--- src/cfg_pkg.sv ---
package cfg_pkg;

    //////////////////////////////
    // frame geometry
    //////////////////////////////

    // words in one configuration frame
    localparam int WORDS_PER_FRAME = 101;
    // most frames per operation
    localparam int MAX_FRAMES = 4;
    // frame buffer size and address width
    localparam int BUF_DEPTH = 512;
    localparam int BUF_ADDR_W = 9;
    // word index inside a frame
    localparam int WORD_IDX_W = 7;
    // bit location is word index * 32 + bit number
    localparam int BIT_LOC_W = 12;
    // request to returned word, in cycles
    localparam int CFG_READ_LATENCY = 2;

    //////////////////////////////
    // operation codes
    //////////////////////////////

    // code 0 left unused, treated as no command
    localparam logic [1:0] OP_READ = 2'd1;
    localparam logic [1:0] OP_WRITE = 2'd2;
    localparam logic [1:0] OP_FLIP = 2'd3;

    //////////////////////////////
    // bus payloads
    //////////////////////////////

    typedef logic [31:0] cfg_word_t;

    // one word request on the config port
    typedef struct packed {
        logic valid;
        logic write;
        logic [31:0] frame_addr;
        logic [WORD_IDX_W-1:0] word_idx;
        cfg_word_t data;
    } cfg_req_t;

    // read return, fixed latency after the request
    typedef struct packed {
        logic valid;
        cfg_word_t data;
    } cfg_rsp_t;

    // frame buffer write port
    typedef struct packed {
        logic en;
        logic [BUF_ADDR_W-1:0] addr;
        cfg_word_t data;
    } buf_wr_t;

    // operation command, sampled on start
    typedef struct packed {
        logic [1:0] op;
        logic [31:0] frame_addr;
        logic [2:0] num_frames;
        logic [BIT_LOC_W-1:0] bit_loc;
    } op_cmd_t;

endpackage

--- src/frame_reader.sv ---
`timescale 1ns/1ps

module frame_reader import cfg_pkg::*; (
    input  logic                Clk,
    input  logic                arst_n,
    input  logic                rd_start,
    input  cfg_word_t           frame_addr,
    input  logic [2:0]          num_frames,
    input  cfg_rsp_t            cfg_rsp,
    output cfg_req_t            req,
    output buf_wr_t             buf_wr,
    output logic                rd_done
);

    // request side
    logic                  issuing;
    cfg_word_t             base;
    logic [2:0]            nframes;
    logic [2:0]            q_frame;
    logic [WORD_IDX_W-1:0] q_word;
    logic                  q_last;
    // return side, one extra bit to catch overrun
    logic [BUF_ADDR_W:0]   wr_ptr;
    logic [BUF_ADDR_W:0]   words_left;

    //////////////////////////////
    // read requests
    //////////////////////////////

    // last word of the last frame
    assign q_last = (q_word == WORD_IDX_W'(WORDS_PER_FRAME - 1)) && (q_frame == nframes - 3'd1);

    always_ff @(posedge Clk or negedge arst_n)
    begin
        if (!arst_n)
        begin
            issuing <= 1'b0;
            q_frame <= '0;
            q_word <= '0;
        end
        else if (rd_start)
        begin
            issuing <= 1'b1;
            q_frame <= '0;
            q_word <= '0;
        end
        else if (issuing)
        begin
            if (q_last)
            begin
                // counters back to zero for the next run
                issuing <= 1'b0;
                q_frame <= '0;
                q_word <= '0;
            end
            else if (q_word == WORD_IDX_W'(WORDS_PER_FRAME - 1))
            begin
                q_word <= '0;
                q_frame <= q_frame + 3'd1;
            end
            else
                q_word <= q_word + 1'b1;
        end
    end

    // run parameters
    always_ff @(posedge Clk)
    begin
        if (rd_start)
        begin
            base <= frame_addr;
            nframes <= num_frames;
        end
    end

    // one read per cycle while issuing
    always_comb
    begin
        req = '0;
        req.valid = issuing;
        req.write = 1'b0;
        req.frame_addr = base + cfg_word_t'(q_frame);
        req.word_idx = q_word;
    end

    //////////////////////////////
    // returned words
    //////////////////////////////

    // frames sit back to back, so the pointer equals frame * 101 + word
    assign buf_wr.en = cfg_rsp.valid && (words_left != '0);
    assign buf_wr.addr = wr_ptr[BUF_ADDR_W-1:0];
    assign buf_wr.data = cfg_rsp.data;

    always_ff @(posedge Clk or negedge arst_n)
    begin
        if (!arst_n)
        begin
            wr_ptr <= '0;
            words_left <= '0;
            rd_done <= 1'b0;
        end
        else
        begin
            // done one cycle after the last buffer write
            rd_done <= buf_wr.en && (words_left == (BUF_ADDR_W+1)'(1));
            if (rd_start)
            begin
                wr_ptr <= '0;
                words_left <= (BUF_ADDR_W+1)'(num_frames * WORDS_PER_FRAME);
            end
            else if (buf_wr.en)
            begin
                wr_ptr <= wr_ptr + 1'b1;
                words_left <= words_left - 1'b1;
            end
        end
    end

    // buffer address must never wrap past the memory
    a_buf_addr_range: assert property (@(posedge Clk) disable iff (!arst_n)
        buf_wr.en |-> (wr_ptr < (BUF_ADDR_W+1)'(BUF_DEPTH)));

endmodule

--- config.mk ---
export PLATFORM = sky130hd
export DESIGN_NAME = frame_reader
export DESIGN_NICKNAME = d
export VERILOG_FILES = /design/src/cfg_pkg.sv /design/src/frame_reader.sv
export SDC_FILE = /design/constraint.sdc
export NUM_CORES = 1
export LEC_CHECK = 0
export BUFFER_PORTS_ARGS = -buffer_cell sky130_fd_sc_hd__buf_2
export CAP_MARGIN = 20
export CORE_MARGIN = 2
export CORE_UTILIZATION = 35
export CTS_CLUSTER_SIZE = 40
export DETAILED_ROUTE_END_ITERATION = 10
export GPL_TIMING_DRIVEN = 0
export PLACE_DENSITY = 0.74
export SETUP_SLACK_MARGIN = 0.4
export SLEW_MARGIN = 15
export SYNTH_ARGS = -nofsm -noshare
export SYNTH_HDL_FRONTEND = slang
export SYNTH_SLANG_ARGS = --single-unit
--- constraint.sdc ---
create_clock -name Clk -period 1.9 [get_ports Clk]
set_input_delay 0.19 -clock Clk [delete_from_list [all_inputs] [get_ports Clk]]
set_output_delay 0.19 -clock Clk [all_outputs]
set_load 0.01 [all_outputs]
# After elaboration in Yosys (flattened, before gate mapping)
# Index checks and enable logic that the tools add are counted.
# word_totals
register_bits,67
in_bits,71
# op_classes
addsub,6
multipliers,1
n_eq_ne,3
n_mux,15
n_reduce_logical,8
# ops
op,n
10-bit two-way mux,4
32-bit by 3-bit adder with 32-bit output,1
7-bit two-way mux,4
3-bit two-way mux,4
10-bit by 1-bit adder with 10-bit output (second input constant),1
10-bit by 1-bit equality test with 1-bit output (second input constant),1
3-bit by 7-bit multiplier with 10-bit output (second input constant),1
10-bit nonzero test,1
10-bit by 1-bit subtractor with 10-bit output (second input constant),1
7-bit by 1-bit adder with 7-bit output (second input constant),1
7-bit equality test (second input constant),1
2-bit nonzero test,2
3-bit by 1-bit adder with 3-bit output (second input constant),1
3-bit equality test,1
1-bit logical AND,3
1-bit two-way mux,3
3-bit nonzero test,1
3-bit by 1-bit subtractor with 3-bit output (second input constant),1
2-bit AND reduction,1

# Depth between registers and ports, before layout
# logic_depth
word_depth,6
ltp_mapped,8

# Worst setup path before layout
# Ideal clock, no wire load.
# synth_path
path_type,flip-flop to output port
startpoint,reg base[1]
endpoint,out req[50] (netlist name)
arrival_time_ps,2001
required_ps,1710
path_slack_ps,-291
stages_incl_launch_ff,7
path_buffers,1
path_cell_list,edfxtp_1 > ha_1 > a21o_1 > a21oi_1 > clkbuf_1 > nor3_1 > xor2_1
# synth_rtl
element,line_no,rtl
start: declaration,frame_reader.sv:17,cfg_word_t base;
start signal: assignment,frame_reader.sv:71,base <= frame_addr;
end: declaration,frame_reader.sv:10,"output cfg_req_t req,"

==> out/results.txt <==
Top-Level Pins: 187
Worst Skew: 0.00971 ns
area delta synth->final: 57.4%
post-synthesis area per instance: 10.4 sq um
routed metal-1 wirelength: 4190 microns
Yosys cell types: 55
Max Buffers Root-to-Sink: 2
Tot GR Track Use: 16.0%
width of the chip: 114 microns
post-synth top area cell: edfxtp_1
hold depth: 1
internal power: 3.10 mW
Placeable Area: 0.0116 sq mm
Fillers: 954
Post-Syn Area: 0.00420 sq mm
DRT antenna net count: 0
Worst-Skew Late Latency: 0.33 ns
fin crit share: 121%
final hold vios: 0
power per cell area: 659 mW/mm^2
chip height: 114 microns
synth warn: 0
R2R Path Start: words_left[0]
Sequential Power Share: 39.6%
RSZ-0062 raised after global routing: true
CP Cell Sequence: and4_1 -> nand4_1 -> buf_4 -> nor4b_4 -> xor2_1 -> buf_2
crit path from: base[13]
critical path class: flip-flop to output pin
CP Launch Type: flip-flop
wire length on met3: 652 microns
final setup fails: 43
vias in the first global route: 3481
global route overflow: 0
DRT Pass-1 Iters: 4
Worst-path clk slew: 0.06 ns
CP endpoint kind: output pin
r2r setup slk: -0.19 ns
VDD IR max: 0.363 mV
number of flops mapped to enable cells by yosys: 35
sequential share of the synthesized area: 43.5%
vias: 3612
pin count of the biggest net entering global routing: 37
Max Clock Freq: 436 MHz
GPL Wtd Cong: 0.844
Final Slew Violations: 0
r2r endpoint: words_left[1]
Synth Register Bits: 66
commonest non-fill, non-tap cell in the layout: buf_2
Sw Ratio: 28.8%
port bufs: 121
CP max FO: 6
share of cells above drive strength 1: 57.0%
TritonCTS buffer count: 9
Crit-path slowest cell: edfxtp_1
Max-Cap Viols: 0
ranking of synthesized cells by area: edfxtp_1 25%, dfrtp_1 18%, buf_4 12%
WL/cell: 14.2 microns
CTS tree: built
Comb power frac: 25.2%
ant diodes: 0
setup ws final: -0.393 ns
CP arrival: 2.10 ns
met2 WL: 5950 microns
ys flop type: edfxtp_1
number of cells on the worst reg-to-reg path: 9
Worst Tran Pin Value: 0.756 ns
CP peak stage delay: 0.45 ns
sw power: 1.25 mW
failing checks: negative setup slack
clock network power share: 35.2%
Placement Setup Slack: -0.354 ns
Rel. slew slack: 49.6%
drt first-iter violations: 150
std cell rows: 39
Total Routed Length: 10900 microns
Synth Instances: 402
worst path required time: 1.71 ns
HP Class: input pin to flip-flop
share of the synthesized area in the top cell type: 25.0%
post-DP HPWL: 7410 microns
initial antenna violation count: 0
Hold Startpoint: frame_addr[1]
Root Buffer: clkbuf_16
post-route minimum period: 2.29 ns
fin nets: 711
# DRC: 0
Vias per Instance: 4.70
clock sinks: 66
worst setup path end: req[62]
Leak: 3.17 nW
status: finished, violations left
Async SR Flop Fraction: 47.0%
uppermost layer routed: met4
hold_ws: 0.0358 ns
Die ar.: 0.0129 sq mm
initial core utilization: 36.3%
Total Power: 4.35 mW
most frequent cells in the layout: 119 x buf_2, 97 x buf_4, 35 x edfxtp_1, 33 x conb_1, 28 x dfrtp_1
H-tree levels: 3
global-route wire length before repair: 16600 microns
cell usage after synthesis, types with 2 or more instances:
master / instances
a22oi_1: 2
xnor2_1: 16
o31a_1: 4
inv_1: 14
o21ai_0: 4
nor2b_1: 4
or3_1: 11
clkbuf_1: 8
mux2_1: 2
nand2b_1: 3
edfxtp_1: 35
a21oi_1: 15
nand4_1: 7
mux2i_1: 3
nor3_1: 9
buf_2: 3
nor2_1: 14
and3_1: 4
nand2_1: 26
o21ai_1: 10
nand3_1: 14
nor4_2: 4
nor4b_2: 3
nor3b_1: 4
o31ai_1: 2
buf_4: 66
ha_1: 18
dfrtp_1: 31
and4_1: 5
xor2_1: 28
nor4_1: 4
o2111ai_1: 2
nand3b_1: 2
or4_1: 4
power by group through the flow:
| stage | Sequential (mW) | Clock, mW | Combinational [mW] |
|---|---|---|---|
| 6_report | 1.72 | 1.53 | 1.10 |
| 5_1_grt | 1.74 | 1.63 | 1.18 |
| 3_5_place_dp | 1.77 | 0 | 0.780 |
| 3_3_place_gp | 1.76 | 0 | 0.761 |
| 2_1_floorplan | 1.75 | 0 | 0.535 |
| 4_1_cts | 1.72 | 1.57 | 1.01 |
cell type report:
type,count,area (sq um),share of cell area (%)
multi-input combinational,274,2450,37.1
sequential,66,1830,27.7
timing repair buffer,176,1180,17.8
buffer,79,633,9.58
clock buffer,9,225,3.41
tap,143,179,2.71
inverter,15,58.8,0.890
clock inverter,7,51.3,0.776
registers in the layout, indices dropped and copies added (netlist names):
signal      flops
wr_ptr          9
q_word          7
nframes         3
words_left     10
issuing         1
base           32
rd_done         1
q_frame         3
repair_timing:
| item | 4_1_cts | 5_1_grt |
|---|---|---|
| pin swaps | 46 | 36 |
| setup endpoints to repair | 61 | 60 |
| gates resized for setup | 68 | 51 |
| hold endpoints to repair | 31 | 0 |
| cloned | 3 | 1 |
| setup buffers | 42 | 8 |
| hold buffers | 1 | 0 |
metrics by stage:
stage                     cells  area, sq um  TNS [ns]  utilization [%]
final                       769         6610    -11.11             57.1
after global placement      698         5360     -7.58             46.4
after floorplan             434         4580         0                -
after detailed placement    698         5360     -9.50             46.4
after CTS                   760         6350    -11.64             54.9
after global routing        769         6610    -14.77             57.1
per-layer routing:
layer / track usage [%] / vias up
met5: 0 / -
met4: 4.88 / 0
met3: 3.24 / 15
met2: 30.4 / 121
met1: 17.9 / 1706
li1: - / 1770
critical path, delay by kind of cell, from the launching register on:
kind / cells / cell delay [ns]
simple gates: 3 / 0.75
flops: 1 / 0.45
buf+inv: 2 / 0.37
xor+xnor: 1 / 0.20
worst min path at each step:
| stage | end |
|---|---|
| floorplan | issuing |
| global placement | wr_ptr[8] |
| detailed placement | wr_ptr[6] |
| CTS | base[5] |
| global route | base[6] |
| finish | base[1] |
cells by family after synthesis:
| logic type | count (synthesis) | share of synthesized area [%] |
|---|---|---|
| AOI/OAI and AO/OA | 45 | 6.71 |
| other | 1 | 0.0893 |
| adders and majority gates | 19 | 5.84 |
| DFF | 66 | 43.5 |
| and+or+nand+nor | 126 | 18.0 |
| buffers and inverters | 94 | 14.6 |
| muxes | 6 | 1.52 |
| xor gates and xnor gates | 45 | 9.72 |
No activity file was read; power rests on OpenSTA's default activity.
