--- src/cfg_pkg.sv ---
package cfg_pkg;

    //////////////////////////////
    // frame geometry
    //////////////////////////////

    // words in one configuration frame
    localparam int WORDS_PER_FRAME = 101;
    // most frames per operation
    localparam int MAX_FRAMES = 4;
    // frame buffer size and address width
    localparam int BUF_DEPTH = 512;
    localparam int BUF_ADDR_W = 9;
    // word index inside a frame
    localparam int WORD_IDX_W = 7;
    // bit location is word index * 32 + bit number
    localparam int BIT_LOC_W = 12;
    // request to returned word, in cycles
    localparam int CFG_READ_LATENCY = 2;

    //////////////////////////////
    // operation codes
    //////////////////////////////

    // code 0 left unused, treated as no command
    localparam logic [1:0] OP_READ = 2'd1;
    localparam logic [1:0] OP_WRITE = 2'd2;
    localparam logic [1:0] OP_FLIP = 2'd3;

    //////////////////////////////
    // bus payloads
    //////////////////////////////

    typedef logic [31:0] cfg_word_t;

    // one word request on the config port
    typedef struct packed {
        logic valid;
        logic write;
        logic [31:0] frame_addr;
        logic [WORD_IDX_W-1:0] word_idx;
        cfg_word_t data;
    } cfg_req_t;

    // read return, fixed latency after the request
    typedef struct packed {
        logic valid;
        cfg_word_t data;
    } cfg_rsp_t;

    // frame buffer write port
    typedef struct packed {
        logic en;
        logic [BUF_ADDR_W-1:0] addr;
        cfg_word_t data;
    } buf_wr_t;

    // operation command, sampled on start
    typedef struct packed {
        logic [1:0] op;
        logic [31:0] frame_addr;
        logic [2:0] num_frames;
        logic [BIT_LOC_W-1:0] bit_loc;
    } op_cmd_t;

endpackage

--- src/patch_sequencer.sv ---
`timescale 1ns/1ps

module patch_sequencer import cfg_pkg::*; (
    input  logic                  Clk,
    input  logic                  arst_n,
    input  op_cmd_t               cmd,
    input  logic                  start,
    output logic                  rd_start,
    output logic                  wr_start,
    output cfg_word_t             op_frame_addr,
    output logic [2:0]            op_num_frames,
    input  cfg_req_t              rd_req,
    input  cfg_req_t              wr_req,
    output cfg_req_t              cfg_req,
    input  buf_wr_t               rd_buf_wr,
    output buf_wr_t               buf_wr,
    input  logic [BUF_ADDR_W-1:0] wr_rd_addr,
    output logic [BUF_ADDR_W-1:0] buf_rd_addr,
    input  cfg_word_t             buf_rd_data,
    input  logic                  rd_done,
    input  logic                  wr_done,
    output logic                  busy,
    output logic                  done
);

    typedef enum logic [2:0] {
        S_IDLE,
        S_READ,
        S_FLIP_FETCH,
        S_FLIP_STORE,
        S_WRITE,
        S_FINISH
    } seq_state_t;

    seq_state_t            state;
    logic [1:0]            op_q;
    logic [BIT_LOC_W-1:0]  bit_loc_q;
    logic                  cmd_ok;
    logic                  accept;
    logic [WORD_IDX_W-1:0] flip_word;
    logic [4:0]            flip_bit;
    buf_wr_t               flip_wr;

    //////////////////////////////
    // command check
    //////////////////////////////

    assign cmd_ok = (cmd.op inside {OP_READ, OP_WRITE, OP_FLIP}) &&
                    (cmd.num_frames != 3'd0) &&
                    (cmd.num_frames <= 3'(MAX_FRAMES));
    // finish cycle already counts as not busy
    assign busy = (state != S_IDLE) && (state != S_FINISH);
    assign done = (state == S_FINISH);
    assign accept = start && cmd_ok && !busy;

    //////////////////////////////
    // operation FSM
    //////////////////////////////

    always_ff @(posedge Clk or negedge arst_n)
    begin
        if (!arst_n)
        begin
            state <= S_IDLE;
            op_q <= '0;
            rd_start <= 1'b0;
            wr_start <= 1'b0;
        end
        else
        begin
            rd_start <= 1'b0;
            wr_start <= 1'b0;
            case (state)
                S_IDLE, S_FINISH:
                begin
                    state <= S_IDLE;
                    if (accept)
                    begin
                        op_q <= cmd.op;
                        // read and flip both begin with a frame read
                        if (cmd.op == OP_WRITE)
                        begin
                            state <= S_WRITE;
                            wr_start <= 1'b1;
                        end
                        else
                        begin
                            state <= S_READ;
                            rd_start <= 1'b1;
                        end
                    end
                end
                S_READ:
                    if (rd_done)
                        state <= (op_q == OP_FLIP) ? S_FLIP_FETCH : S_FINISH;
                // word address on the buffer
                S_FLIP_FETCH:
                    state <= S_FLIP_STORE;
                // flipped word lands at the end of this cycle, writer starts after it
                S_FLIP_STORE:
                begin
                    state <= S_WRITE;
                    wr_start <= 1'b1;
                end
                S_WRITE:
                    if (wr_done)
                        state <= S_FINISH;
                default:
                    state <= S_IDLE;
            endcase
        end
    end

    // command fields, flip is always one frame
    always_ff @(posedge Clk)
    begin
        if (accept)
        begin
            op_frame_addr <= cmd.frame_addr;
            op_num_frames <= (cmd.op == OP_FLIP) ? 3'd1 : cmd.num_frames;
            bit_loc_q <= cmd.bit_loc;
        end
    end

    //////////////////////////////
    // bit flip and steering
    //////////////////////////////

    // word index in upper bits, bit number in lower five
    assign flip_word = bit_loc_q[BIT_LOC_W-1:5];
    assign flip_bit = bit_loc_q[4:0];

    always_comb
    begin
        // single frame, so buffer address is the word index
        flip_wr.en = 1'b1;
        flip_wr.addr = BUF_ADDR_W'(flip_word);
        flip_wr.data = buf_rd_data ^ (cfg_word_t'(1) << flip_bit);

        case (state)
            S_READ:  cfg_req = rd_req;
            S_WRITE: cfg_req = wr_req;
            default: cfg_req = '0;
        endcase

        buf_wr = (state == S_FLIP_STORE) ? flip_wr : rd_buf_wr;
        buf_rd_addr = (state == S_FLIP_FETCH) ? BUF_ADDR_W'(flip_word) : wr_rd_addr;
    end

    // reader and writer share one port
    a_one_requester: assert property (@(posedge Clk) disable iff (!arst_n)
        !(rd_req.valid && wr_req.valid));

endmodule

--- config.mk ---
export PLATFORM = sky130hd
export DESIGN_NAME = patch_sequencer
export DESIGN_NICKNAME = d
export VERILOG_FILES = /design/src/cfg_pkg.sv /design/src/patch_sequencer.sv
export SDC_FILE = /design/constraint.sdc
export NUM_CORES = 1
export LEC_CHECK = 0
export BUFFER_PORTS_ARGS = -buffer_cell sky130_fd_sc_hd__buf_2
export CAP_MARGIN = 30
export CORE_AREA = 2 2 172 174
export CTS_CLUSTER_SIZE = 16
export DETAILED_ROUTE_END_ITERATION = 7
export DIE_AREA = 0 0 174 176
export PLACE_DENSITY = 0.39
export RECOVER_POWER = 50
export SYNTH_ARGS = -nofsm -noshare
export SYNTH_HDL_FRONTEND = slang
export SYNTH_SLANG_ARGS = --single-unit
export TNS_END_PERCENT = 30
--- constraint.sdc ---
create_clock -name Clk -period 3.1 [get_ports Clk]
set_input_delay 0.62 -clock Clk [delete_from_list [all_inputs] [get_ports Clk]]
set_output_delay 0.62 -clock Clk [all_outputs]
set_load 0.01 [all_outputs]
=== Word level (Yosys, flattened, before mapping) ===
Cells that the tools add are included.

* Register bits: 54
* Latch bits: 0
* RAM bits: 0
* Bits in read-only memories: 0
* Input port bits: 283
* Output and inout port bits: 163
* Word-level logic and storage cells: 50
* Memories kept: 0

* Add/subtract/negate cells: 0
* Multiply operators: 0
* Divide/modulo/power cells: 0
* Magnitude comparators: 1
* Eq/ne operators: 12
* Shift operators: 1
* Mux-type cells: 15
* Bitwise logic cells: 1
* Reductions and logical operators: 13

{| class="wikitable"
|+ Operators by type and width
! operator !! count
|-
| case mux 73 bit (2 select lines) || 1
|-
| 2-to-1 mux 42 bit || 1
|-
| left shift 1 x 5 -> 32 bit, first input constant || 1
|-
| XOR 32 bit || 1
|-
| 2-to-1 mux 3 bit || 5
|-
| case mux 3 bit (5 select lines) || 1
|-
| 2-to-1 mux 9 bit || 1
|-
| nonzero test 3 bit || 3
|-
| equality test 2 bit, second input constant || 3
|-
| equality test 3 x 2 -> 1 bit, second input constant || 2
|-
| equality test 3 bit, second input constant || 2
|-
| logical AND 1 bit || 5
|-
| 2-to-1 mux 1 bit || 5
|-
| != test 2 bit, second input constant || 2
|-
| AND reduction 2 bit || 2
|-
| equality test 3 x 1 -> 1 bit, second input constant || 1
|-
| less-or-equal comparator 3 bit, second input constant || 1
|-
| logical NOT 3 bit || 1
|-
| != test 3 bit, second input constant || 1
|-
| equality test 2 x 1 -> 1 bit, second input constant || 1
|-
| case mux 1 bit (2 select lines) || 1
|-
| OR reduction 2 bit || 1
|-
| logical NOT 1 bit || 1
|}

=== Longest topological paths before layout ===
* Word-level depth: 8
* Mapped depth: 6
* Mapped depth without buffers: 4

=== Worst setup path before layout ===
Ideal clock, no wire load.

* Path type: input port to flip-flop
* From: input port cmd[13] in the netlist's numbering
* To: register bit_loc_q[0] (enable)
* Setup time: 0.402 ns
* Arrival: 1.998 ns
* Required time: 2.698 ns
* Setup slack: 0.700 ns
* Stages on the path: 3
* Path buffers: 0
* Cell sequence: o21ai_0 > and3_4 > o211a_1

* Word-level cells in the longest chain between the ends: 5
* Elaborated cells on any way between the ends: 6
* Classes of those cells: order compare (1); reduce/logical (5)

{| class="wikitable"
|+ RTL lines
! element !! RTL line !! text
|-
| from (decl) || patch_sequencer.sv:6 || <nowiki>input op_cmd_t cmd,</nowiki>
|-
| parallel branches: the longest is 2 deep, another holds less-or-equal comparator 3 bit || n/a ||
|-
| logical AND 1 bit * || patch_sequencer.sv:49 || <nowiki>(cmd.num_frames != 3'd0) &&</nowiki>
|-
| logical AND 1 bit * (2 in series) || patch_sequencer.sv:54 || <nowiki>assign accept = start && cmd_ok && !busy;</nowiki>
|-
| named net accept || patch_sequencer.sv:39 || <nowiki>logic accept;</nowiki>
|-
| to (signal assigned) || patch_sequencer.sv:121 || <nowiki>bit_loc_q <= cmd.bit_loc;</nowiki>
|-
| to (decl) || patch_sequencer.sv:37 || <nowiki>logic [BIT_LOC_W-1:0] bit_loc_q;</nowiki>
|}

Mark *: on every way through the listed nets, which the timed path passes.
A chain may end at the register's enable or synchronous reset.

==> metrics <==
Critical Path Source state[2]; Switching Fraction between 40% and 50%; pwr/cell area 705 mW/mm^2; setup tns final 0 ps; via count 4,480; Tcrit/Tclk final 88.2%; fin worst setup slack around 370 ps; I/O Buffers 445; DRC 0; sequential share of the synthesized area 43.5%; Remaining Overflow, GRT 0; placed cells approximately 1.2k; final wirelength around 18,000 um; sw power a little under 0.002 W; part of the power in registers 23.4%; CP max stage delay ~530 ps; Synth top area share 38.7%; Clk pwr share between 10 and 15%; CTS Root Cell clkbuf_16; antenna violations before repair 0; via/cell ratio 3.78; post-DP HPWL 15,900 um; # setup viols final 0; Most used DFF post-synth edfxtp_1; Core Box Area roughly 0.029 sq mm; Max stage delay cell, worst path dfrtp_1; cell repeated most along the worst path buf_12; maxcap violations 0; EDFF count, synth between 40 and 50; WP data required 2480 ps; crit path capture type primary output; crit path time final 2730 ps; layout cells sized above 1 57.1%; Crit Path Max Fanout 34; Die Span X about 170 um; Initial Util 12.8%; number of global-route vias before repair roughly 4.4k; Synthesized Nets roughly 640; Reg2Reg Launch Point state[2]; Syn Inst Count 355; r2r worst-path depth 4; Final Non-Filler Cells 1,184; pre-CTS worst setup slack 625 ps; kind of critical path register to primary output; internal power 0.00269 W; Hold WC Path Type input pin to async pin; outcome complete, no violations; htree depth 2; crit path DAT 2110 ps; clk_lat worst skew 290 ps; DRT antenna net count 0; CP Launch Type register; Gate power share between 60% and 70%; Unique masters post-synth 35; Tot Pwr roughly 0.0046 W; M1 wire length a little under 8000 um; Filler cells 3,198; Std-Cell Rows 62; number of synthesized register bits 54; largest net degree at the start of global routing between 40 and 50; clock sinks 54; IO Count 446; # nets final around 1.1k; Resize count post-CTS 0; final hold slack about 230 ps; metal3 WL about 1400 um; total iterations of the first detailed-routing run 4; Area growth syn-to-layout 79.9%; die height 176 um; Synth area leaders edfxtp_1 (39%), a22o_1 (18%), nand2_1 (5.0%), dfrtp_1 (4.8%), o21ai_0 (4.7%); CTS tree done; Die ar. 0.0306 sq mm; final hold violation count 0; post-synthesis instance area 0.00365 sq mm; RePlAce Congestion 0.748; post-cts hold buffer count 0; Ant. Diodes 0; all-layer global routing usage roughly 11%; share of flip-flops with an asynchronous set or reset between 10% and 20%; commonest cells after routing, fill and taps aside buf_2 (405), a22o_1 (73), nand2_1 (49); FMAX 0.366 GHz; crit path capture buf_wr[22]; P_leak 3.18 nW; YS warnings 0; post-CTS setup buffer count 0; drt wl/cell 15.5 um; Synth Area per Inst 10.3 sq um; first-pass GRT wire length 25,900 um; CTS max path bufs 2; Final Slew Violations 0; R2R Setup Slk around 420 ps; WL met2 9100 um; CTS buffer count 5; reg2reg end bit_loc_q[10]; crit-path cells nand3b_1 > buf_12 > buf_12 > o21ai_0 > buf_2; unrepaired setup endpoints after global routing false; Iter 0 DRT Violations 156; Worst Tran Pin Value 1200 ps; clock slew at reported path FFs 70 ps; relative slew slack approximately 20%; worst clock skew 8.80 ps; Highest Signal Layer met4; commonest non-fill, non-tap cell in the layout buf_2; Yosys top cell by area edfxtp_1; Max VDD drop ~0.31 mV
-- critical path, delay by kind of cell, from the launching register on --
kind / cells / cell delay, ps
AOI/OAI and AO/OA: 1 / 170
buffers and inverters: 3 / 610
DFF: 1 / 530
and+or+nand+nor: 1 / 500
-- power groups by stage --
stage	logic, W	registers (W)	clock network (W)
final	0.00290	0.00108	0.000645
after global routing	0.00313	0.00111	0.000697
after CTS	0.00298	0.00107	0.000682
after detailed placement	0.00297	0.00109	0
after global placement	0.00301	0.00109	0
after floorplan	0.00164	0.00106	0
-- registers in the layout (all words and copies together) (netlist names) --
name,cells
state,3
op_q,2
rd_start,1
wr_start,1
bit_loc_q,12
op_num_frames,3
op_frame_addr,32
-- how the worst min path moves through the flow --
| stage | slack [ps] | end |
|---|---|---|
| floorplan | 320 | op_q[0] |
| global placement | 470 | wr_start |
| detailed placement | 470 | wr_start |
| CTS | 140 | wr_start |
| global route | 250 | wr_start |
| finish | 230 | wr_start |
-- stage by stage --
step / utilization (%) / cell area [sq um]
after global placement: 22.6 / 6460
after detailed placement: 22.6 / 6460
after floorplan: - / 3650
after CTS: 23.2 / 6630
final: 23.0 / 6560
after global routing: 23.0 / 6560
-- cells in the mapped netlist (all sizes together), types with 4 or more instances --
cell type / number
xor2: 17
o21ai: 37
dfrtp: 7
nor3b: 5
nor2b: 4
nand2b: 5
nor3: 5
mux2: 14
and2: 4
clkbuf: 5
a22o: 73
nand3b: 4
nand3: 6
xnor2: 17
nand2: 49
edfxtp: 47
buf: 23
nor2: 17
-- metal layers --
layer  global-route usage [%]  vias up
li1                         -     2219
met1                     14.2     2029
met2                     18.6      226
met3                     2.80        6
met4                     1.51        0
met5                        0        -
-- cell type report --
type	count	area (sq um)	share of cell area, %
flip-flops and latches	54	1590	24.2
clock buffers	5	125	1.91
multi-input cells	271	1890	28.9
inverters	2	7.51	0.114
repair buffers	465	2420	37.0
clock inverters	3	43.8	0.667
well taps	384	480	7.32
-- logic make-up (layout without fill, tap and decap cells) --
logic type	after synthesis	count (layout)	share of synthesized area, %
AO/OA/AOI/OAI	118	118	24.4
multiplexers	14	14	4.32
AND/OR/NAND/NOR	105	105	15.0
buffers and inverters	30	475	4.63
XOR/XNOR	34	34	8.16
flip-flops	54	54	43.5
No activity file was read; power rests on OpenSTA's default activity.
