--- src/cfg_pkg.sv ---
package cfg_pkg;

    //////////////////////////////
    // frame geometry
    //////////////////////////////

    // words in one configuration frame
    localparam int WORDS_PER_FRAME = 101;
    // most frames per operation
    localparam int MAX_FRAMES = 4;
    // frame buffer size and address width
    localparam int BUF_DEPTH = 512;
    localparam int BUF_ADDR_W = 9;
    // word index inside a frame
    localparam int WORD_IDX_W = 7;
    // bit location is word index * 32 + bit number
    localparam int BIT_LOC_W = 12;
    // request to returned word, in cycles
    localparam int CFG_READ_LATENCY = 2;

    //////////////////////////////
    // operation codes
    //////////////////////////////

    // code 0 left unused, treated as no command
    localparam logic [1:0] OP_READ = 2'd1;
    localparam logic [1:0] OP_WRITE = 2'd2;
    localparam logic [1:0] OP_FLIP = 2'd3;

    //////////////////////////////
    // bus payloads
    //////////////////////////////

    typedef logic [31:0] cfg_word_t;

    // one word request on the config port
    typedef struct packed {
        logic valid;
        logic write;
        logic [31:0] frame_addr;
        logic [WORD_IDX_W-1:0] word_idx;
        cfg_word_t data;
    } cfg_req_t;

    // read return, fixed latency after the request
    typedef struct packed {
        logic valid;
        cfg_word_t data;
    } cfg_rsp_t;

    // frame buffer write port
    typedef struct packed {
        logic en;
        logic [BUF_ADDR_W-1:0] addr;
        cfg_word_t data;
    } buf_wr_t;

    // operation command, sampled on start
    typedef struct packed {
        logic [1:0] op;
        logic [31:0] frame_addr;
        logic [2:0] num_frames;
        logic [BIT_LOC_W-1:0] bit_loc;
    } op_cmd_t;

endpackage

--- src/frame_writer.sv ---
`timescale 1ns/1ps

module frame_writer import cfg_pkg::*; (
    input  logic                  Clk,
    input  logic                  arst_n,
    input  logic                  wr_start,
    input  cfg_word_t             frame_addr,
    input  logic [2:0]            num_frames,
    output logic [BUF_ADDR_W-1:0] rd_addr,
    input  cfg_word_t             rd_data,
    output cfg_req_t              req,
    output logic                  wr_done
);

    // fetch stage
    logic                  fetching;
    logic                  fetch_en;
    logic                  f_last;
    logic [2:0]            nframes_eff;
    logic [BUF_ADDR_W-1:0] rd_ptr;
    logic [2:0]            f_frame;
    logic [WORD_IDX_W-1:0] f_word;
    // issue stage, one behind to match buffer latency
    logic                  iss_valid;
    logic                  iss_last;
    logic [2:0]            iss_frame;
    logic [WORD_IDX_W-1:0] iss_word;
    cfg_word_t             base;
    logic [2:0]            nframes;

    //////////////////////////////
    // buffer fetch
    //////////////////////////////

    // first fetch already in the start cycle, count not latched yet
    assign fetch_en = wr_start || fetching;
    assign nframes_eff = wr_start ? num_frames : nframes;
    assign f_last = (f_word == WORD_IDX_W'(WORDS_PER_FRAME - 1)) &&
                    (f_frame == nframes_eff - 3'd1);
    // pointer rests at zero between runs
    assign rd_addr = rd_ptr;

    always_ff @(posedge Clk or negedge arst_n)
    begin
        if (!arst_n)
        begin
            fetching <= 1'b0;
            rd_ptr <= '0;
            f_frame <= '0;
            f_word <= '0;
        end
        else if (fetch_en)
        begin
            if (f_last)
            begin
                fetching <= 1'b0;
                rd_ptr <= '0;
                f_frame <= '0;
                f_word <= '0;
            end
            else
            begin
                fetching <= 1'b1;
                rd_ptr <= rd_ptr + 1'b1;
                if (f_word == WORD_IDX_W'(WORDS_PER_FRAME - 1))
                begin
                    f_word <= '0;
                    f_frame <= f_frame + 3'd1;
                end
                else
                    f_word <= f_word + 1'b1;
            end
        end
    end

    //////////////////////////////
    // write requests
    //////////////////////////////

    always_ff @(posedge Clk or negedge arst_n)
    begin
        if (!arst_n)
        begin
            iss_valid <= 1'b0;
            iss_last <= 1'b0;
            iss_frame <= '0;
            iss_word <= '0;
            wr_done <= 1'b0;
        end
        else
        begin
            iss_valid <= fetch_en;
            iss_last <= fetch_en && f_last;
            iss_frame <= f_frame;
            iss_word <= f_word;
            // cycle after the last request
            wr_done <= iss_valid && iss_last;
        end
    end

    always_ff @(posedge Clk)
    begin
        if (wr_start)
        begin
            base <= frame_addr;
            nframes <= num_frames;
        end
    end

    // buffer word arrives together with the delayed indices
    always_comb
    begin
        req = '0;
        req.valid = iss_valid;
        req.write = 1'b1;
        req.frame_addr = base + cfg_word_t'(iss_frame);
        req.word_idx = iss_word;
        req.data = rd_data;
    end

    // burst is over by wr_done, nothing left on the port
    a_quiet_at_done: assert property (@(posedge Clk) disable iff (!arst_n)
        wr_done |-> !req.valid);

endmodule

--- config.mk ---
export PLATFORM = sky130hd
export DESIGN_NAME = frame_writer
export DESIGN_NICKNAME = d
export VERILOG_FILES = /design/src/cfg_pkg.sv /design/src/frame_writer.sv
export SDC_FILE = /design/constraint.sdc
export NUM_CORES = 1
export LEC_CHECK = 0
export BUFFER_PORTS_ARGS = -buffer_cell sky130_fd_sc_hd__buf_2
export CAP_MARGIN = 30
export CELL_PAD_IN_SITES_DETAIL_PLACEMENT = 1
export CELL_PAD_IN_SITES_GLOBAL_PLACEMENT = 2
export CORE_MARGIN = 2
export CORE_UTILIZATION = 28
export DETAILED_ROUTE_END_ITERATION = 7
export GPL_TIMING_DRIVEN = 0
export PLACE_DENSITY = 0.86
export SETUP_SLACK_MARGIN = 0.05
export SYNTH_ARGS = -nofsm -noshare
export SYNTH_HDL_FRONTEND = slang
export SYNTH_SLANG_ARGS = --single-unit
--- constraint.sdc ---
create_clock -name Clk -period 2.7 [get_ports Clk]
set_input_delay 0.27 -clock Clk [delete_from_list [all_inputs] [get_ports Clk]]
set_output_delay 0.27 -clock Clk [all_outputs]
set_load 0.005 [all_outputs]
# After elaboration in Yosys (flattened, before gate mapping)
# Index checks and enable logic that the tools add are counted.
# Widths: inputs -> output; s select.
[classes]
addsub = 5
mul = 0
div = 0
order_cmp = 0
n_eq_ne = 2
shifts = 0
muxes = 7
n_bitwise = 0
n_reduce_logical = 6
[op_table]
columns = ["op", "count"]
rows = [
  ["$add 32x3->32", 1],
  ["$mux 7", 2],
  ["$add 9x1->9 const B", 1],
  ["$mux 3", 3],
  ["$mux 9", 1],
  ["$add 7x1->7 const B", 1],
  ["$eq 7x7->1 const B", 1],
  ["$add 3x1->3 const B", 1],
  ["$eq 3x3->1", 1],
  ["$logic_and 1x1->1", 3],
  ["$sub 3x1->3 const B", 1],
  ["$reduce_and 2->1", 1],
  ["$reduce_bool 2->1", 1],
  ["$logic_or 1x1->1", 1],
  ["$mux 1", 1],
]
[word_totals]
regBits = 68
latch_bits = 0
ram_bits = 0
romBits = 0
input_bits = 70
word_cells = 31
memories = 0

# Logic depth before layout (Yosys ltp)
# Gate-level depths: netlist (run 1).
[logic_depth]
word_depth = 6
ltp_mapped = 8
mapped_depth_nobuf = 8

# Worst setup path after synthesis (run 1)
# Ideal clock, no wire load.
[synth_path]
path_kind = "register to output"
start = "register iss_frame[0]"
end = "output port req[65] in the netlist's numbering"
arrival_time_ns = 2.269
t_required_ns = 2.430
slack_ns = 0.161
path_stages_with_launch = 9
cell_sequence = "dfrtp_1 -> ha_1 -> inv_1 -> fa_1 -> nand2b_2 -> a2111o_1 -> or3_4 -> nor2_1 -> xor2_1"
[synth_lines]
columns = ["item", "line", "rtl"]
rows = [
  ["start, declared", "frame_writer.sv:26", "logic [2:0] iss_frame;"],
  ["start signal, assigned", "frame_writer.sv:94", "iss_frame <= f_frame;"],
  ["end, declared", "frame_writer.sv:11", "output cfg_req_t req,"],
]

==> results of run 1 <==
[worst max path at each step]
stage / start / to / slack (ns) / depth (start not counted)
6_report: iss_frame[0] / req[65] / -0.18 / 9
3_5_place_dp: wr_start / rd_addr[2] / -0.27 / 8
4_1_cts: iss_frame[0] / req[65] / -0.23 / 9
3_3_place_gp: wr_start / rd_addr[2] / -0.13 / 8
5_1_grt: iss_frame[0] / req[65] / -0.33 / 9
2_1_floorplan: iss_frame[0] / req[65] / 0.16 / 8
[cells in the mapped netlist, types with 2 or more instances]
| cell | number |
|---|---|
| nor3_1 | 3 |
| or3_1 | 3 |
| nand4_1 | 12 |
| nand3_1 | 8 |
| and3_1 | 3 |
| and4_1 | 4 |
| xnor2_1 | 27 |
| o2bb2ai_1 | 2 |
| a21oi_1 | 4 |
| inv_1 | 12 |
| nor2_1 | 21 |
| nand2_1 | 30 |
| o21ai_0 | 10 |
| dfrtp_1 | 33 |
| dfxtp_1 | 3 |
| mux2i_1 | 3 |
| buf_4 | 34 |
| xor2_1 | 16 |
| edfxtp_1 | 32 |
| ha_1 | 8 |
| nand2b_1 | 2 |
[per-stage QoR]
| step | std cells | setup TNS [ns] | hold WS, ns |
|---|---|---|---|
| 6_report | 577 | -0.702 | -0.00459 |
| 5_1_grt | 575 | -1.85 | 0.0488 |
| 4_1_cts | 575 | -1.08 | 0.0209 |
| 3_5_place_dp | 553 | -2.66 | 0.378 |
| 3_3_place_gp | 553 | -1.17 | 0.360 |
| 2_1_floorplan | 291 | 0 | -0.0256 |
[cell families after synthesis]
family	count (synthesis)	share of synthesized area [%]
buffers and inverters	47	9.09
AND/OR/NAND/NOR	97	15.2
multiplexers	4	1.24
XOR/XNOR	43	11.3
adder cells (fa/ha/maj)	9	3.59
other	1	0.112
AO/OA/AOI/OAI	22	4.23
flip-flops	68	55.2
[power groups by stage]
stage | Combinational [µW] | Sequential [µW] | Clock (µW)
2_1_floorplan | 303 | 1460 | 0
3_3_place_gp | 555 | 1490 | 0
3_5_place_dp | 581 | 1500 | 0
4_1_cts | 592 | 1490 | 1160
5_1_grt | 668 | 1520 | 1210
6_report | 578 | 1490 | 1130
[final cells by class]
| type | count | area [µm²] | share of cell area, % |
|---|---|---|---|
| clock inverters | 3 | 16.3 | 0.358 |
| well taps | 143 | 179 | 3.94 |
| multi-input cells | 176 | 1270 | 28.0 |
| diodes | 2 | 5.00 | 0.110 |
| plain buffers | 35 | 259 | 5.71 |
| clock buffers | 13 | 272 | 5.98 |
| flip-flops and latches | 68 | 1850 | 40.7 |
| inverters | 12 | 45.0 | 0.992 |
| repair buffers | 125 | 647 | 14.3 |
[per-layer routing]
metal	up-vias	track usage [%]	wire, µm
met1	1207	14.7	3240
met4	4	3.25	54
met2	90	23.5	4310
li1	1236	-	-
met5	-	0	30
met3	10	7.28	841
[flip-flops by register name (all words and copies together), names as in the netlist, 3 cells and up]
register and flops:
base 32, f_frame 3, f_word 7, iss_frame 3
iss_word 7, nframes 3, rd_addr 9
[what timing repair did]
item,in CTS,in global routing
gates resized for setup,15,7
pin swaps,16,5
setup endpoints to repair,15,26
gates cloned,0,0
setup buffers,6,0
hold endpoints to repair,0,0
[worst register-to-register path: stages, from the launching register on]
cell	delay, ns
dfrtp_1	0.42
inv_1	0.09
ha_1	0.16
nand4b_1	0.10
nor3b_1	0.45
nand2_1	0.22
nor3_2	0.54
nor3_1	0.13
==> out/metrics.yaml, run 1 <==
status: "complete, but fails checks"
violations: "DRC, hold timing, setup timing"
tightest_slew_ns: 0.722
crit_arrival_ns: 2.61
avgSynthCellArea_um2: 11.5
yosys_register_bits: 68
drc: 24
drive_gt1_share_pct: 44.9
wirelength_mm: 8.47
rrSetupSlack_ns: 0.45
p_clk_share_pct: 35.3
grt_first_pass_wirelength_mm: 13.4
synth_ff_type: "dfrtp_1"
layout.nets: 506
die_area_mm2: 0.0128
synth_area_mm2: 0.00334
place_congestion: 0.740
clk_path_buf_depth: 2
final_cell_mix: "buf_2, buf_4, dfrtp_1, edfxtp_1, nand2_1"
crit_type: "reg -> out"
yosys.area.top_type_share_pct: 28.7
worstPathRequired_ns: 2.43
dp_hpwl_mm: 6.32
endpoint_kind: "primary output"
area_growth_pct: 35.8
row_count: 39
cts-root-buf: "clkbuf_16"
routedWlPerCell_um: 14.7
yosysSeqAreaShare_pct: 55.2
worstPathMaxFanout: 4
fp.dieW_um: 113
final-hold-violation-count: 15
cts_buffers: 9
viasPerCell: 4.41
clock.fmax_mhz: 347
initial_core_util_pct: 29.0
critical-path-top-delay-family: "simple AND/OR/NAND/NOR gates"
rr_worst_depth: 7
intPower_uw: 2300
die_h_um: 113
syn_inst: 291
final_common_cell: "buf_2"
cts_tree: "yes"
hp-class: "in -> async"
ys_async_sr_fraction_pct: 48.5
cts_hold_buf: 0
synth_nets: 370
worstSetupStartpointType: "flip-flop"
grt_max_degree: 37
path_clk_slew_ns: 0.06
place_area_mm2: 0.00412
slowest_stage: "a2111o_1"
n_fill_cell: 1309
whs_ns: -0.00459
slowest_delay_ns: 0.41
clock_skew_ns: 0.00315
io_buffers: 119
crit_buf_inv: 2
rsz0062_at_grt: "true"
num_vias: 2547
setup_violations: 6
slew_violations: 0
fin_total_pwr_uw: 3190
final_util_pct: 39.4
fin_crit_sh_pct: 107
clock_sinks: 68
slew-limit-headroom_pct: 51.9
synth-edff-count: 32
synth.area.top_cells: "edfxtp_1, dfrtp_1, buf_4"
cts.htree.levels: 3
postLayoutSetupSlackWorst_ns: -0.185
p_comb_share_pct: 18.1
sw_frac_of_total_pct: 28.0
drt_pass1_iterations: 6
power.leakage_uw: 0.00205
drtIter0Drc: 76
antenna_found_initial: 4
period_needed_ns: 2.88
yosysWarnings: 0
power_frac_seq_pct: 46.6
io_pins: 153
synth_top_cell_by_area: "edfxtp_1"
grt_util_all_layers_pct: 13.6
maxCapViolations: 0
grt-ovfl-total: 0
power.switching_uw: 895
r2r-end: "rd_addr[2]"
grt_pass1_vias: 2706
reg2reg_from: "f_word[0]"
core_mm2: 0.0115
pre_cts_ws_ns: -0.267
final_cell_area_mm2: 0.00454
crit_chain: "ha_2 -> inv_2 -> fa_2 -> nand2b_4 -> a2111o_1 -> or3_4 -> nor2_2 -> xor2_1 -> buf_2"
postRouteAntennaNets: 0
ir_drop_uv: 548
insertion_delay_ns: 0.33
ys_types: 42
p_per_area_mw_per_mm2: 704
(Power assumes the default switching activity.)
==> inputs of run 2 (changes only) <==
--- a/config.mk
+++ b/config.mk
@@ -5,12 +5,13 @@
 export SDC_FILE = /design/constraint.sdc
 export NUM_CORES = 1
 export LEC_CHECK = 0
+export ABC_AREA = 1
 export BUFFER_PORTS_ARGS = -buffer_cell sky130_fd_sc_hd__buf_2
 export CAP_MARGIN = 30
 export CELL_PAD_IN_SITES_DETAIL_PLACEMENT = 1
 export CELL_PAD_IN_SITES_GLOBAL_PLACEMENT = 2
 export CORE_MARGIN = 2
-export CORE_UTILIZATION = 28
+export CORE_UTILIZATION = 27
 export DETAILED_ROUTE_END_ITERATION = 7
 export GPL_TIMING_DRIVEN = 0
 export PLACE_DENSITY = 0.86
==> out/metrics.yaml, run 2 <==
drc: 0  # -100%
fp.dieW_um: 125  # +10%
tightest_slew_ns: 0.741  # +0.0196 ns
rsz0062_at_grt: "false"
ir_drop_uv: 435  # -21%
period_needed_ns: 2.45  # -0.433 ns
final_cell_mix: "nand2_1, buf_2, inv_1, nor2_1, buf_4"
cts_hold_buf: 0  # unchanged
cts-root-buf: "clkbuf_16"
postRouteAntennaNets: 0  # unchanged
grt_max_degree: 40  # +8.1%
clk_path_buf_depth: 2  # unchanged
synth.area.top_cells: "edfxtp_1, dfrtp_1, nand2_1"
synth_nets: 572  # +55%
drt_pass1_iterations: 4  # -2
synthMuxAreaShare_pct: 0  # -1.2 points
fin_total_pwr_uw: 3940  # +23%
syn_inst: 493  # +69%
drtIter0Drc: 103  # +36%
power_frac_seq_pct: 40.2  # -6.4 points
io_pins: 153  # unchanged
crit_arrival_ns: 2.18  # -0.43 ns
cts_tree: "yes"
worstSetupStartpointType: "flip-flop"
whs_ns: -0.0171  # -0.0125 ns
dp_hpwl_mm: 8.86  # +40%
hp-class: "in -> async"
ys_types: 24  # -43%
synth_fa_ha_area_share_pct: 3.05  # -0.54 points
yosysSeqAreaShare_pct: 46.9  # -8.3 points
yosys.area.top_type_share_pct: 24.4  # -4.3 points
p_comb_share_pct: 26.8  # +8.7 points
synth_top_cell_by_area: "edfxtp_1"
intPower_uw: 2640  # +15%
die_h_um: 125  # +10%
p_clk_share_pct: 33.0  # -2.3 points
final_common_cell: "nand2_1"
initial_core_util_pct: 27.4  # -1.7 points
fin_crit_sh_pct: 90.8  # -16 points
avgSynthCellArea_um2: 7.98  # -31%
power.switching_uw: 1300  # +46%
grt_pass1_vias: 3810  # +41%
yosysMostFrequentCell: "nand2_1"
synth_commonest_cells: "nand2_1, inv_1, nor2_1"
p_per_area_mw_per_mm2: 769  # +9.2%
setup_violations: 0  # -6
sw_frac_of_total_pct: 33.1  # +5.1 points
synth-simple-area-share_pct: 29.0  # +14 points
ys_async_sr_fraction_pct: 48.5  # unchanged
io_buffers: 119  # unchanged
cts_buffers: 9  # unchanged
largest_reg_flops: 32  # unchanged
synth_compound_area_share_pct: 1.81  # -2.4 points
clock.fmax_mhz: 408  # +18%
drive_gt1_share_pct: 28.9  # -16 points
yosys_register_bits: 68  # unchanged
yosysWarnings: 0  # unchanged
antenna_found_initial: 1  # -3
power.leakage_uw: 0.00261  # +27%
synth_ff_type: "dfrtp_1"
cts.htree.levels: 3  # unchanged
row_count: 44  # +13%
wirelength_mm: 11.4  # +35%
viasPerCell: 4.33  # -1.9%
place_congestion: 0.837  # +13%
worstPathMaxFanout: 6  # +2
core_mm2: 0.0144  # +25%
crit_type: "reg -> out"
final-hold-violation-count: 21  # +6
clock_sinks: 68  # unchanged
grt_first_pass_wirelength_mm: 18.8  # +41%
finalSetupTns_ns: 0  # +0.702 ns
area_growth_pct: 30.4
grt_util_all_layers_pct: 15.3  # +1.7 points
clock_skew_ns: 0.00619  # +0.00304 ns
die_area_mm2: 0.0156  # +21%
synth_top_family_by_area: "simple AND/OR/NAND/NOR gates"
path_clk_slew_ns: 0.06  # about the same
endpoint_kind: "primary output"
grt-ovfl-total: 0  # unchanged
worstPathRequired_ns: 2.43  # about the same
synth_area_mm2: 0.00393  # +18%
largest_register: "base"
status: "complete, but fails checks"
slew_violations: 0  # unchanged
synthXorXnorAreaFrac_pct: 5.12  # -6.1 points
violations: "hold timing"
slew-limit-headroom_pct: 50.6  # -1.3 points
routedWlPerCell_um: 14.0  # -4.7%
synth-edff-count: 32  # unchanged
num_vias: 3531  # +39%
insertion_delay_ns: 0.34  # about the same
layout.nets: 704  # +39%
maxCapViolations: 0  # unchanged
## run 2: changes by cell type in the layout (fill, tap and decap cells not counted), sizes merged, moves of 4 or more
cell    previous run  this run
inv               14        73
nand2             30       155
nand3              8        29
or3                4         0
xnor2             27         9
and4               4         0
nand3b             0         7
nor2              22        61
## run 2: layout make-up
cell class | instances | area, µm²
antenna | 1 | 2.50
buffer | 36 | 274
clock buffer | 12 | 279
clock inverter | 4 | 52.6
fill | 1759 | 9240
inverter | 73 | 274
multi-input combinational | 316 | 1560
sequential | 68 | 1850
tap | 184 | 230
timing repair buffer | 121 | 613
## run 2: logic make-up (layout without fill, tap and decap cells)
family                     count (synthesis)  in the layout
adders and majority gates                  9              9
DFF                                       68             68
other                                      1              2
buffers and inverters                    109            246
AOI/OAI and AO/OA                         12             12
and+or+nand+nor                          271            271
xor gates and xnor gates                  23             23
## run 2: power by group through the flow
stage / logic, µW / clock network (µW) / registers (µW)
CTS: 1080 / 1350 / 1590
detailed placement: 1060 / 0 / 1600
global placement: 1010 / 0 / 1590
global route: 1210 / 1390 / 1630
floorplan: 648 / 0 / 1550
finish: 1060 / 1300 / 1580
## run 2: final timing paths
check | slack (ns) | start | depth (start not counted) | end
worst min register to register | 0.43 | f_word[0] | 0 | iss_word[0]
worst max-delay path | 0.25 | iss_frame[0] | 10 | req[65]
min in group Clk | 0.10 | frame_addr[29] | 1 | base[29]
worst max register to register | 0.90 | f_word[0] | 9 | rd_addr[2]
worst min-delay path | -0.02 | arst_n | 1 | rd_addr[8]
max in group asynchronous | 2.23 | arst_n | 1 | iss_word[4]
## run 2: per-layer routing
metal,vias up,GRT usage (%),part of all wire [%],wire length [µm]
met5,-,0,0,0
met4,0,4.76,1.4,163
met3,12,5.28,5.3,603
met2,70,27.7,53,6030
met1,1682,16.6,40,4610
li1,1767,-,-,-
## run 2: worst max-delay path: stages (launching register included)
cell and delay (ns):
dfrtp_1 0.34, ha_2 0.20, inv_1 0.06, fa_2 0.38, o21ai_4 0.25, nand3_1 0.20
inv_1 0.12, nand2_1 0.06, nand2_1 0.06, nand2_1 0.06, buf_2 0.12
## run 2: timing repair
action                                  CTS  global route
endpoints found under the setup margin    3            19
resized for setup                         0             6
pin swaps                                 1             1
buffers inserted                          2             0
## run 2: stage by stage
| step | instance area (µm²) | worst slack (ns) | hold slack [ns] | utilization [%] | instances |
|---|---|---|---|---|---|
| after global routing | 5130 | 0.0518 | 0.0443 | 35.7 | 814 |
| after floorplan | 3930 | 0.801 | -0.0256 | - | 493 |
| after global placement | 4760 | -0.205 | 0.388 | 33.1 | 796 |
| final | 5130 | 0.248 | -0.0171 | 35.7 | 815 |
| after CTS | 5110 | 0.0874 | 0.00444 | 35.5 | 814 |
| after detailed placement | 4760 | -0.291 | 0.391 | 33.1 | 796 |
